<file path="src/rtl/dcache_ctrl_pkg.sv">
package dcache_ctrl_pkg;

  typedef enum logic [2:0] {
    IDLE,
    LOOKUP_DONE,  // ready pulse, write hit lands here
    EVICT,
    REFILL,
    UNC_READ,
    UNC_WRITE
  } ctrl_state_e;

  // five commands need three bits
  typedef enum logic [2:0] {
    CMD_NONE,
    CMD_EVICT,
    CMD_REFILL,
    CMD_UNC_READ,
    CMD_UNC_WRITE
  } mem_cmd_e;

endpackage

</file>
<file path="src/rtl/dcache_cfg_pkg.sv">
package dcache_cfg_pkg;

  // bus and cpu port word
  typedef logic [31:0] word_t;

  // byte address, low two bits unused by the cache
  typedef logic [31:0] addr_t;

  // one write strobe per byte lane
  typedef logic [3:0] strb_t;

  // top nibble that selects the uncached region
  localparam logic [3:0] UNCACHED_HI = 4'hA;

  // default geometry, 8 lines of 4 words
  localparam int DEF_NUM_LINES  = 8;
  localparam int DEF_LINE_WORDS = 4;

endpackage
</file>
<file path="src/rtl/dcache_top.sv">
module dcache_top #(
  parameter int NUM_LINES  = dcache_cfg_pkg::DEF_NUM_LINES,
  parameter int LINE_WORDS = dcache_cfg_pkg::DEF_LINE_WORDS
) (
  input  logic                  clk,
  input  logic                  rst,
  input  logic                  cpu_req_i,
  input  logic                  cpu_we_i,
  input  dcache_cfg_pkg::addr_t cpu_addr_i,
  input  dcache_cfg_pkg::word_t cpu_wdata_i,
  input  dcache_cfg_pkg::strb_t cpu_strb_i,
  output logic                  cpu_ready_o,
  output dcache_cfg_pkg::word_t cpu_rdata_o,
  output logic                  mem_req_o,
  output logic                  mem_we_o,
  output dcache_cfg_pkg::addr_t mem_addr_o,
  output dcache_cfg_pkg::word_t mem_wdata_o,
  output dcache_cfg_pkg::strb_t mem_strb_o,
  input  logic                  mem_ack_i,
  input  dcache_cfg_pkg::word_t mem_rdata_i
);
  import dcache_cfg_pkg::*;
  import dcache_ctrl_pkg::*;

  localparam int OFF_W = $clog2(LINE_WORDS);
  localparam int IDX_W = $clog2(NUM_LINES);
  localparam int TAG_W = 32 - IDX_W - OFF_W - 2;

  mem_cmd_e         mem_cmd;
  logic             hit;
  logic             victim_dirty;
  logic [TAG_W-1:0] victim_tag;
  logic [OFF_W-1:0] beat_idx;
  logic             beat_ack;  // acked refill beat from the port
  logic             done;
  logic             tag_we;
  logic             dirty_set;
  logic             cpu_we_line;
  logic             refill_we;
  word_t            line_rdata;
  word_t            evict_rdata;

  dcache_ctrl ctrl_i (
    .clk           (clk),
    .rst           (rst),
    .cpu_req_i     (cpu_req_i),
    .cpu_we_i      (cpu_we_i),
    .cpu_addr_i    (cpu_addr_i),
    .cpu_strb_i    (cpu_strb_i),
    .hit_i         (hit),
    .victim_dirty_i(victim_dirty),
    .beat_i        (beat_ack),
    .done_i        (done),
    .mem_rdata_i   (mem_rdata_i),
    .line_rdata_i  (line_rdata),
    .mem_cmd_o     (mem_cmd),
    .tag_we_o      (tag_we),
    .dirty_set_o   (dirty_set),
    .cpu_we_line_o (cpu_we_line),
    .refill_we_o   (refill_we),
    .cpu_ready_o   (cpu_ready_o),
    .cpu_rdata_o   (cpu_rdata_o)
  );

  dcache_tag_store #(
    .NUM_LINES (NUM_LINES),
    .LINE_WORDS(LINE_WORDS)
  ) tag_store_i (
    .clk           (clk),
    .rst           (rst),
    .addr_i        (cpu_addr_i),
    .tag_we_i      (tag_we),
    .dirty_set_i   (dirty_set),
    .hit_o         (hit),
    .victim_dirty_o(victim_dirty),
    .victim_tag_o  (victim_tag)
  );

  dcache_data_store #(
    .NUM_LINES (NUM_LINES),
    .LINE_WORDS(LINE_WORDS)
  ) data_store_i (
    .clk          (clk),
    .addr_i       (cpu_addr_i),
    .beat_i       (beat_idx),
    .cpu_we_line_i(cpu_we_line),
    .cpu_strb_i   (cpu_strb_i),
    .cpu_wdata_i  (cpu_wdata_i),
    .refill_we_i  (refill_we),
    .mem_rdata_i  (mem_rdata_i),
    .line_rdata_o (line_rdata),
    .evict_rdata_o(evict_rdata)
  );

  dcache_mem_port #(
    .NUM_LINES (NUM_LINES),
    .LINE_WORDS(LINE_WORDS)
  ) mem_port_i (
    .clk          (clk),
    .rst          (rst),
    .mem_cmd_i    (mem_cmd),
    .cpu_addr_i   (cpu_addr_i),
    .cpu_wdata_i  (cpu_wdata_i),
    .cpu_strb_i   (cpu_strb_i),
    .victim_tag_i (victim_tag),
    .evict_rdata_i(evict_rdata),
    .mem_ack_i    (mem_ack_i),
    .beat_o       (beat_idx),
    .done_o       (done),
    .refill_we_o  (beat_ack),
    .mem_req_o    (mem_req_o),
    .mem_we_o     (mem_we_o),
    .mem_addr_o   (mem_addr_o),
    .mem_wdata_o  (mem_wdata_o),
    .mem_strb_o   (mem_strb_o)
  );

endmodule

</file>
<file path="src/rtl/dcache_ctrl.sv">
module dcache_ctrl (
  input  logic                       clk,
  input  logic                       rst,
  input  logic                       cpu_req_i,
  input  logic                       cpu_we_i,
  input  dcache_cfg_pkg::addr_t      cpu_addr_i,
  input  dcache_cfg_pkg::strb_t      cpu_strb_i,
  input  logic                       hit_i,
  input  logic                       victim_dirty_i,
  input  logic                       beat_i,
  input  logic                       done_i,
  input  dcache_cfg_pkg::word_t      mem_rdata_i,
  input  dcache_cfg_pkg::word_t      line_rdata_i,
  output dcache_ctrl_pkg::mem_cmd_e  mem_cmd_o,
  output logic                       tag_we_o,
  output logic                       dirty_set_o,
  output logic                       cpu_we_line_o,
  output logic                       refill_we_o,
  output logic                       cpu_ready_o,
  output dcache_cfg_pkg::word_t      cpu_rdata_o
);
  import dcache_cfg_pkg::*;
  import dcache_ctrl_pkg::*;

  ctrl_state_e state_q;
  ctrl_state_e state_d;
  word_t       unc_rdata_q;
  logic        is_unc;
  logic        line_write;

  // held stable by the cpu until ready, so safe to decode every cycle
  assign is_unc = (cpu_addr_i[31:28] == UNCACHED_HI);

  // write hit with at least one byte enabled
  assign line_write = (state_q == LOOKUP_DONE) && cpu_we_i && !is_unc && (|cpu_strb_i);

  always_comb begin
    state_d = state_q;
    case (state_q)
      IDLE: begin
        if (cpu_req_i) begin
          if (is_unc) begin
            state_d = cpu_we_i ? UNC_WRITE : UNC_READ;
          end else if (hit_i) begin
            state_d = LOOKUP_DONE;
          end else if (victim_dirty_i) begin
            state_d = EVICT;
          end else begin
            state_d = REFILL;
          end
        end
      end
      LOOKUP_DONE: state_d = IDLE;
      EVICT: begin
        if (done_i) state_d = REFILL;
      end
      REFILL: begin
        if (done_i) state_d = IDLE;  // lookup again, now hits
      end
      UNC_READ, UNC_WRITE: begin
        if (done_i) state_d = LOOKUP_DONE;
      end
      default: state_d = IDLE;
    endcase
  end

  always_ff @(posedge clk or posedge rst) begin
    if (rst) begin
      state_q <= IDLE;
    end else begin
      state_q <= state_d;
    end
  end

  // uncached read word, captured on the ack
  always_ff @(posedge clk) begin
    if (state_q == UNC_READ && done_i) begin
      unc_rdata_q <= mem_rdata_i;
    end
  end

  always_comb begin
    case (state_q)
      EVICT:     mem_cmd_o = CMD_EVICT;
      REFILL:    mem_cmd_o = CMD_REFILL;
      UNC_READ:  mem_cmd_o = CMD_UNC_READ;
      UNC_WRITE: mem_cmd_o = CMD_UNC_WRITE;
      default:   mem_cmd_o = CMD_NONE;
    endcase
  end

  // refill installs the tag clean, a write hit marks it dirty
  assign tag_we_o      = (state_q == REFILL && done_i) || line_write;
  assign dirty_set_o   = (state_q == LOOKUP_DONE);
  assign cpu_we_line_o = line_write;
  assign refill_we_o   = (state_q == REFILL) && beat_i;

  assign cpu_ready_o = (state_q == LOOKUP_DONE);
  assign cpu_rdata_o = is_unc ? unc_rdata_q : line_rdata_i;

endmodule

</file>
<file path="src/rtl/dcache_mem_port.sv">
module dcache_mem_port #(
  parameter int NUM_LINES  = 8,
  parameter int LINE_WORDS = 4,
  localparam int OFF_W     = $clog2(LINE_WORDS),
  localparam int IDX_W     = $clog2(NUM_LINES),
  localparam int TAG_W     = 32 - IDX_W - OFF_W - 2
) (
  input  logic                      clk,
  input  logic                      rst,
  input  dcache_ctrl_pkg::mem_cmd_e mem_cmd_i,
  input  dcache_cfg_pkg::addr_t     cpu_addr_i,
  input  dcache_cfg_pkg::word_t     cpu_wdata_i,
  input  dcache_cfg_pkg::strb_t     cpu_strb_i,
  input  logic [TAG_W-1:0]          victim_tag_i,
  input  dcache_cfg_pkg::word_t     evict_rdata_i,
  input  logic                      mem_ack_i,
  output logic [OFF_W-1:0]          beat_o,
  output logic                      done_o,
  output logic                      refill_we_o,
  output logic                      mem_req_o,
  output logic                      mem_we_o,
  output dcache_cfg_pkg::addr_t     mem_addr_o,
  output dcache_cfg_pkg::word_t     mem_wdata_o,
  output dcache_cfg_pkg::strb_t     mem_strb_o
);
  import dcache_ctrl_pkg::*;

  logic [OFF_W-1:0] beat_q;
  logic [IDX_W-1:0] idx;
  logic [TAG_W-1:0] cpu_tag;
  logic             burst;
  logic             ack;
  logic             last;

  assign idx     = cpu_addr_i[OFF_W+2 +: IDX_W];
  assign cpu_tag = cpu_addr_i[31 -: TAG_W];

  assign mem_req_o = (mem_cmd_i != CMD_NONE);
  assign burst     = (mem_cmd_i == CMD_EVICT) || (mem_cmd_i == CMD_REFILL);
  assign ack       = mem_req_o && mem_ack_i;
  assign last      = !burst || (beat_q == OFF_W'(LINE_WORDS - 1));

  // advances only on an acked beat, back to zero after the last one
  always_ff @(posedge clk or posedge rst) begin
    if (rst) begin
      beat_q <= '0;
    end else if (ack) begin
      beat_q <= last ? '0 : beat_q + 1'b1;
    end
  end

  always_comb begin
    mem_we_o    = 1'b0;
    mem_addr_o  = cpu_addr_i;
    mem_wdata_o = '0;
    mem_strb_o  = '0;
    case (mem_cmd_i)
      CMD_EVICT: begin
        mem_we_o    = 1'b1;
        mem_addr_o  = {victim_tag_i, idx, beat_q, 2'b00};
        mem_wdata_o = evict_rdata_i;
        mem_strb_o  = 4'hF;
      end
      CMD_REFILL: begin
        mem_addr_o = {cpu_tag, idx, beat_q, 2'b00};
        mem_strb_o = 4'hF;
      end
      CMD_UNC_READ: begin
        mem_strb_o = cpu_strb_i;
      end
      CMD_UNC_WRITE: begin
        mem_we_o    = 1'b1;
        mem_wdata_o = cpu_wdata_i;
        mem_strb_o  = cpu_strb_i;
      end
      default: ;
    endcase
  end

  assign beat_o      = beat_q;
  assign done_o      = ack && last;
  assign refill_we_o = ack && (mem_cmd_i == CMD_REFILL);

endmodule

</file>
<file path="src/rtl/dcache_data_store.sv">
module dcache_data_store #(
  parameter int NUM_LINES  = 8,
  parameter int LINE_WORDS = 4,
  localparam int OFF_W     = $clog2(LINE_WORDS),
  localparam int IDX_W     = $clog2(NUM_LINES)
) (
  input  logic                  clk,
  input  dcache_cfg_pkg::addr_t addr_i,
  input  logic [OFF_W-1:0]      beat_i,
  input  logic                  cpu_we_line_i,
  input  dcache_cfg_pkg::strb_t cpu_strb_i,
  input  dcache_cfg_pkg::word_t cpu_wdata_i,
  input  logic                  refill_we_i,
  input  dcache_cfg_pkg::word_t mem_rdata_i,
  output dcache_cfg_pkg::word_t line_rdata_o,
  output dcache_cfg_pkg::word_t evict_rdata_o
);
  import dcache_cfg_pkg::*;

  word_t                  lines [NUM_LINES*LINE_WORDS];
  logic [IDX_W+OFF_W-1:0] cpu_ptr;
  logic [IDX_W+OFF_W-1:0] beat_ptr;

  // {index, word offset}
  assign cpu_ptr  = addr_i[IDX_W+OFF_W+1:2];
  assign beat_ptr = {addr_i[OFF_W+2 +: IDX_W], beat_i};

  always_ff @(posedge clk) begin
    if (refill_we_i) begin
      lines[beat_ptr] <= mem_rdata_i;
    end else if (cpu_we_line_i) begin
      for (int b = 0; b < 4; b++) begin
        if (cpu_strb_i[b]) lines[cpu_ptr][8*b +: 8] <= cpu_wdata_i[8*b +: 8];
      end
    end
  end

  assign line_rdata_o  = lines[cpu_ptr];
  assign evict_rdata_o = lines[beat_ptr];  // victim shares the cpu index

endmodule

</file>
<file path="src/rtl/dcache_tag_store.sv">
module dcache_tag_store #(
  parameter int NUM_LINES  = 8,
  parameter int LINE_WORDS = 4,
  localparam int OFF_W     = $clog2(LINE_WORDS),
  localparam int IDX_W     = $clog2(NUM_LINES),
  localparam int TAG_W     = 32 - IDX_W - OFF_W - 2
) (
  input  logic                  clk,
  input  logic                  rst,
  input  dcache_cfg_pkg::addr_t addr_i,
  input  logic                  tag_we_i,
  input  logic                  dirty_set_i,
  output logic                  hit_o,
  output logic                  victim_dirty_o,
  output logic [TAG_W-1:0]      victim_tag_o
);

  logic [NUM_LINES-1:0] valid_q;
  logic [NUM_LINES-1:0] dirty_q;
  logic [TAG_W-1:0]     tag_q [NUM_LINES];
  logic [IDX_W-1:0]     idx;
  logic [TAG_W-1:0]     addr_tag;

  assign idx      = addr_i[OFF_W+2 +: IDX_W];
  assign addr_tag = addr_i[31 -: TAG_W];

  always_ff @(posedge clk or posedge rst) begin
    if (rst) begin
      valid_q <= '0;
      dirty_q <= '0;
    end else if (tag_we_i) begin
      valid_q[idx] <= 1'b1;
      dirty_q[idx] <= dirty_set_i;
    end
  end

  always_ff @(posedge clk) begin
    if (tag_we_i) begin
      tag_q[idx] <= addr_tag;
    end
  end

  assign hit_o          = valid_q[idx] && (tag_q[idx] == addr_tag);
  assign victim_dirty_o = valid_q[idx] && dirty_q[idx];
  assign victim_tag_o   = tag_q[idx];  // base of the line to write back

endmodule

</file>
<file path="config.mk">
export PLATFORM = sky130hd
export DESIGN_NAME = dcache_top
export DESIGN_NICKNAME = d
export VERILOG_FILES = /design/src/rtl/dcache_ctrl_pkg.sv /design/src/rtl/dcache_cfg_pkg.sv /design/src/rtl/dcache_top.sv /design/src/rtl/dcache_ctrl.sv /design/src/rtl/dcache_mem_port.sv /design/src/rtl/dcache_data_store.sv /design/src/rtl/dcache_tag_store.sv
export SDC_FILE = /design/constraint.sdc
export NUM_CORES = 1
export LEC_CHECK = 0
export ABC_AREA = 0
export BUFFER_PORTS_ARGS = -buffer_cell sky130_fd_sc_hd__buf_2
export CAP_MARGIN = 15
export CELL_PAD_IN_SITES_DETAIL_PLACEMENT = 1
export CELL_PAD_IN_SITES_GLOBAL_PLACEMENT = 2
export CORE_UTILIZATION = 50
export CTS_CLUSTER_DIAMETER = 150
export CTS_CLUSTER_SIZE = 14
export DETAILED_ROUTE_END_ITERATION = 10
export GPL_TIMING_DRIVEN = 0
export PLACE_DENSITY = 0.84
export RECOVER_POWER = 50
export SYNTH_ARGS = -nofsm -noshare
export SYNTH_HDL_FRONTEND = slang
export SYNTH_SLANG_ARGS = --single-unit
</file>
<file path="constraint.sdc">
create_clock -name clk -period 12.2 [get_ports clk]
set_clock_uncertainty 0.2 [all_clocks]
set_input_delay 2.44 -clock clk [delete_from_list [all_inputs] [get_ports clk]]
set_output_delay 2.44 -clock clk [all_outputs]
set_load 0.05 [all_outputs]
</file>
==> metrics.txt <==
status complete, but fails checks; failing checks capacitance limit, slew limit; slew at the pin with the worst max-slew slack 2.87 ns; Resize count post-CTS 0; origin of the worst setup path cpu_addr_i[3]; initial antenna violation count 18; dpl cell area 0.0628 mm²; post-synth cell types 65; Post-synth ARST share 0.0164; CTS tree built; Hold WS 0.268 ns; syn_nets 3,167; Arr. time, crit path 6.83 ns; die area 0.119 mm²; CP Capture Point cpu_rdata_o[8]; Routed Wire Length 242,000 µm; YS warnings 0; Critical Path Source Type input pin; core area 0.116 mm²; CTS buffer count 101; Critical R2R Launch ctrl_i.state_q[1]; Reg clk slew, reported paths 0.06 ns; nets@finish 3,559; Die X 345 µm; vias in the first global route 37,241; cell count after synthesis 3,058; DRT antenna net count 0; Wirelength per Cell 48.3 µm; layout cell share with drive strength beyond 1 0.323; post-CTS setup buffers 0; total number of vias 37,630; CTS max path bufs 3; io pins 208; required time of the critical path 9.56 ns; FF-to-FF End tag_store_i.dirty_q[4]; 1st-pass router iterations 5; Min-Delay Path Class reg -> reg; RePlAce Congestion 1.01; H-Tree Depth 3; dpl ws 3.06 ns; period utilisation layout 0.776; Synth Flop Type edfxtp_1; design area 0.0655 mm²; Yosys reg bits 1,277; sequential share of the synthesized area 0.651; clk_lat worst skew 0.75 ns; Port Buffers 203; synthesized area per cell 19.2 µm²; grt total ovfl 0; largest net degree at the start of global routing 33; setup TNS 0 ns; Die Y 345 µm; vias per cell 7.50; Fmax 106 MHz; crit end category primary output; Remaining DRCs 0; starting DRC count in detailed routing 6,190; setup violators final 0; Fill cells 10,313; number of synthesized flops with an enable pin 1,256; R2R setup slack 5.55 ns; Initial Util 0.505; min Tclk post-route 9.47 ns; root buffer cell clkbuf_16; Design Power 11.9 mW; area growth from synthesis to layout 11.5%; Setup CP Type in -> out; VDD IR max 0.158 mV; Total GRT Usage 0.412; Max Slew Vio Count 102; hold_buf cts 0; Cell Area, Synth 0.0588 mm²; # clock sinks 1,277; crit-path max FO 10; first-pass GRT wire length 321,000 µm; PD cells 181 mW/mm²; Rows 125; unrepaired setup endpoints after global routing false; Final Hold Fails 0; R2R cell count 10; relative slew slack -0.920; HPWL after DPL 172,000 µm; final worst slack 2.73 ns; leak pwr 20.8 nW; max_cap viols 10
## worst min path at each step
stage | endpoint | start | cells past startpoint
after detailed placement | tag_store_i.valid_q[5] | tag_store_i.valid_q[5] | 1
after global placement | tag_store_i.valid_q[6] | tag_store_i.valid_q[6] | 1
after floorplan | tag_store_i.valid_q[5] | tag_store_i.valid_q[5] | 1
final | tag_store_i.valid_q[5] | tag_store_i.valid_q[5] | 1
after CTS | tag_store_i.valid_q[5] | tag_store_i.valid_q[5] | 1
after global routing | tag_store_i.valid_q[5] | tag_store_i.valid_q[5] | 1
## area by class of cell
class	count	area, µm²	share of cell area
clock inverter	6	60.1	0.000917
antenna	12	30.0	0.000458
tap	1524	1910	0.0291
multi-input combinational	1527	19300	0.295
sequential	1277	38200	0.584
inverter	12	45.0	0.000688
timing repair buffer	289	2090	0.0319
clock buffer	125	2660	0.0406
buffer	242	1160	0.0177
## logic make-up (layout without fill, tap and decap cells)
kind of cell / Yosys count / after routing / synth area share
flops: 1277 / 1277 / 0.651
mux: 751 / 751 / 0.258
simple gates: 428 / 428 / 0.0308
compound gates: 320 / 320 / 0.0354
buf+inv: 254 / 674 / 0.0202
xor+xnor: 24 / 24 / 0.00358
fa+ha+maj: 4 / 4 / 0.000852
other cells: 0 / 12 / 0
## per-stage QoR
stage                util  cells
floorplan               -   3058
global placement    0.530   4785
detailed placement  0.540   4854
CTS                 0.563   4985
global route        0.563   5002
finish              0.563   5014
## flip-flops by register name, summed over array words and instances (netlist names)
name                 cells
ctrl_i.state_q           3
tag_store_i.dirty_q      8
mem_port_i.beat_o        2
tag_store_i.tag_q      200
data_store_i.lines    1024
tag_store_i.valid_q      8
ctrl_i.unc_rdata_q      32
## cells in the mapped netlist (7+ instances only)
master    number  area share
xor2_1        16      0.0024
xnor2_1        8      0.0012
buf_2         98      0.0083
mux4_2       605        0.23
buf_4         19      0.0024
mux2_2        46      0.0088
dfrtp_1       21      0.0089
clkbuf_1     106      0.0068
a211oi_1      15      0.0019
a31oi_1       12      0.0013
a22o_1        32      0.0048
nor3_1        10     0.00085
buf_1         15     0.00096
o21ai_0       54      0.0046
edfxtp_1    1256        0.64
or2_2         14      0.0015
a21oi_1      120       0.010
nor2_1       225       0.014
nand2b_1       7     0.00075
mux2i_1       97       0.017
a22oi_1       12      0.0015
nand2_1      131      0.0084
inv_1          9     0.00057
a32o_1        10      0.0017
a221oi_1      32      0.0048
nor2b_1       10      0.0011
## placed cells by master (no fill, tap or decap), types with 37 or more instances in the layout
cell,count
edfxtp_1,1256
a21oi_1,120
mux2i_1,97
nor2_1,226
buf_2,255
clkbuf_1,172
buf_8,37
nand2_1,131
mux4_2,605
o21ai_0,54
clkbuf_16,103
## critical path: stages
cell,delay (ns)
buf_2,0.25
buf_2,0.48
buf_2,0.77
buf_2,0.74
clkbuf_1,0.79
mux4_2,0.41
a21oi_1,0.52
a21oi_1,0.16
buf_2,0.24
## metal layers
| metal | share of wire | track usage | up-vias |
|---|---|---|---|
| li1 | - | - | 13638 |
| met3 | 0.14 | 0.152 | 771 |
| met2 | 0.44 | 0.604 | 3239 |
| met4 | 0.082 | 0.264 | 22 |
| met5 | 0.0012 | 0 | - |
| met1 | 0.34 | 0.520 | 19960 |
## report_power, final
group / internal (mW) / leakage (nW) / switching [mW]
Clock: 1.52 / 1.32 / 1.58
Sequential: 5.06 / 11.6 / 0.0450
Combinational: 1.18 / 7.89 / 2.50
Total: 7.75 / 20.8 / 4.13
(Power assumes the default switching activity.)
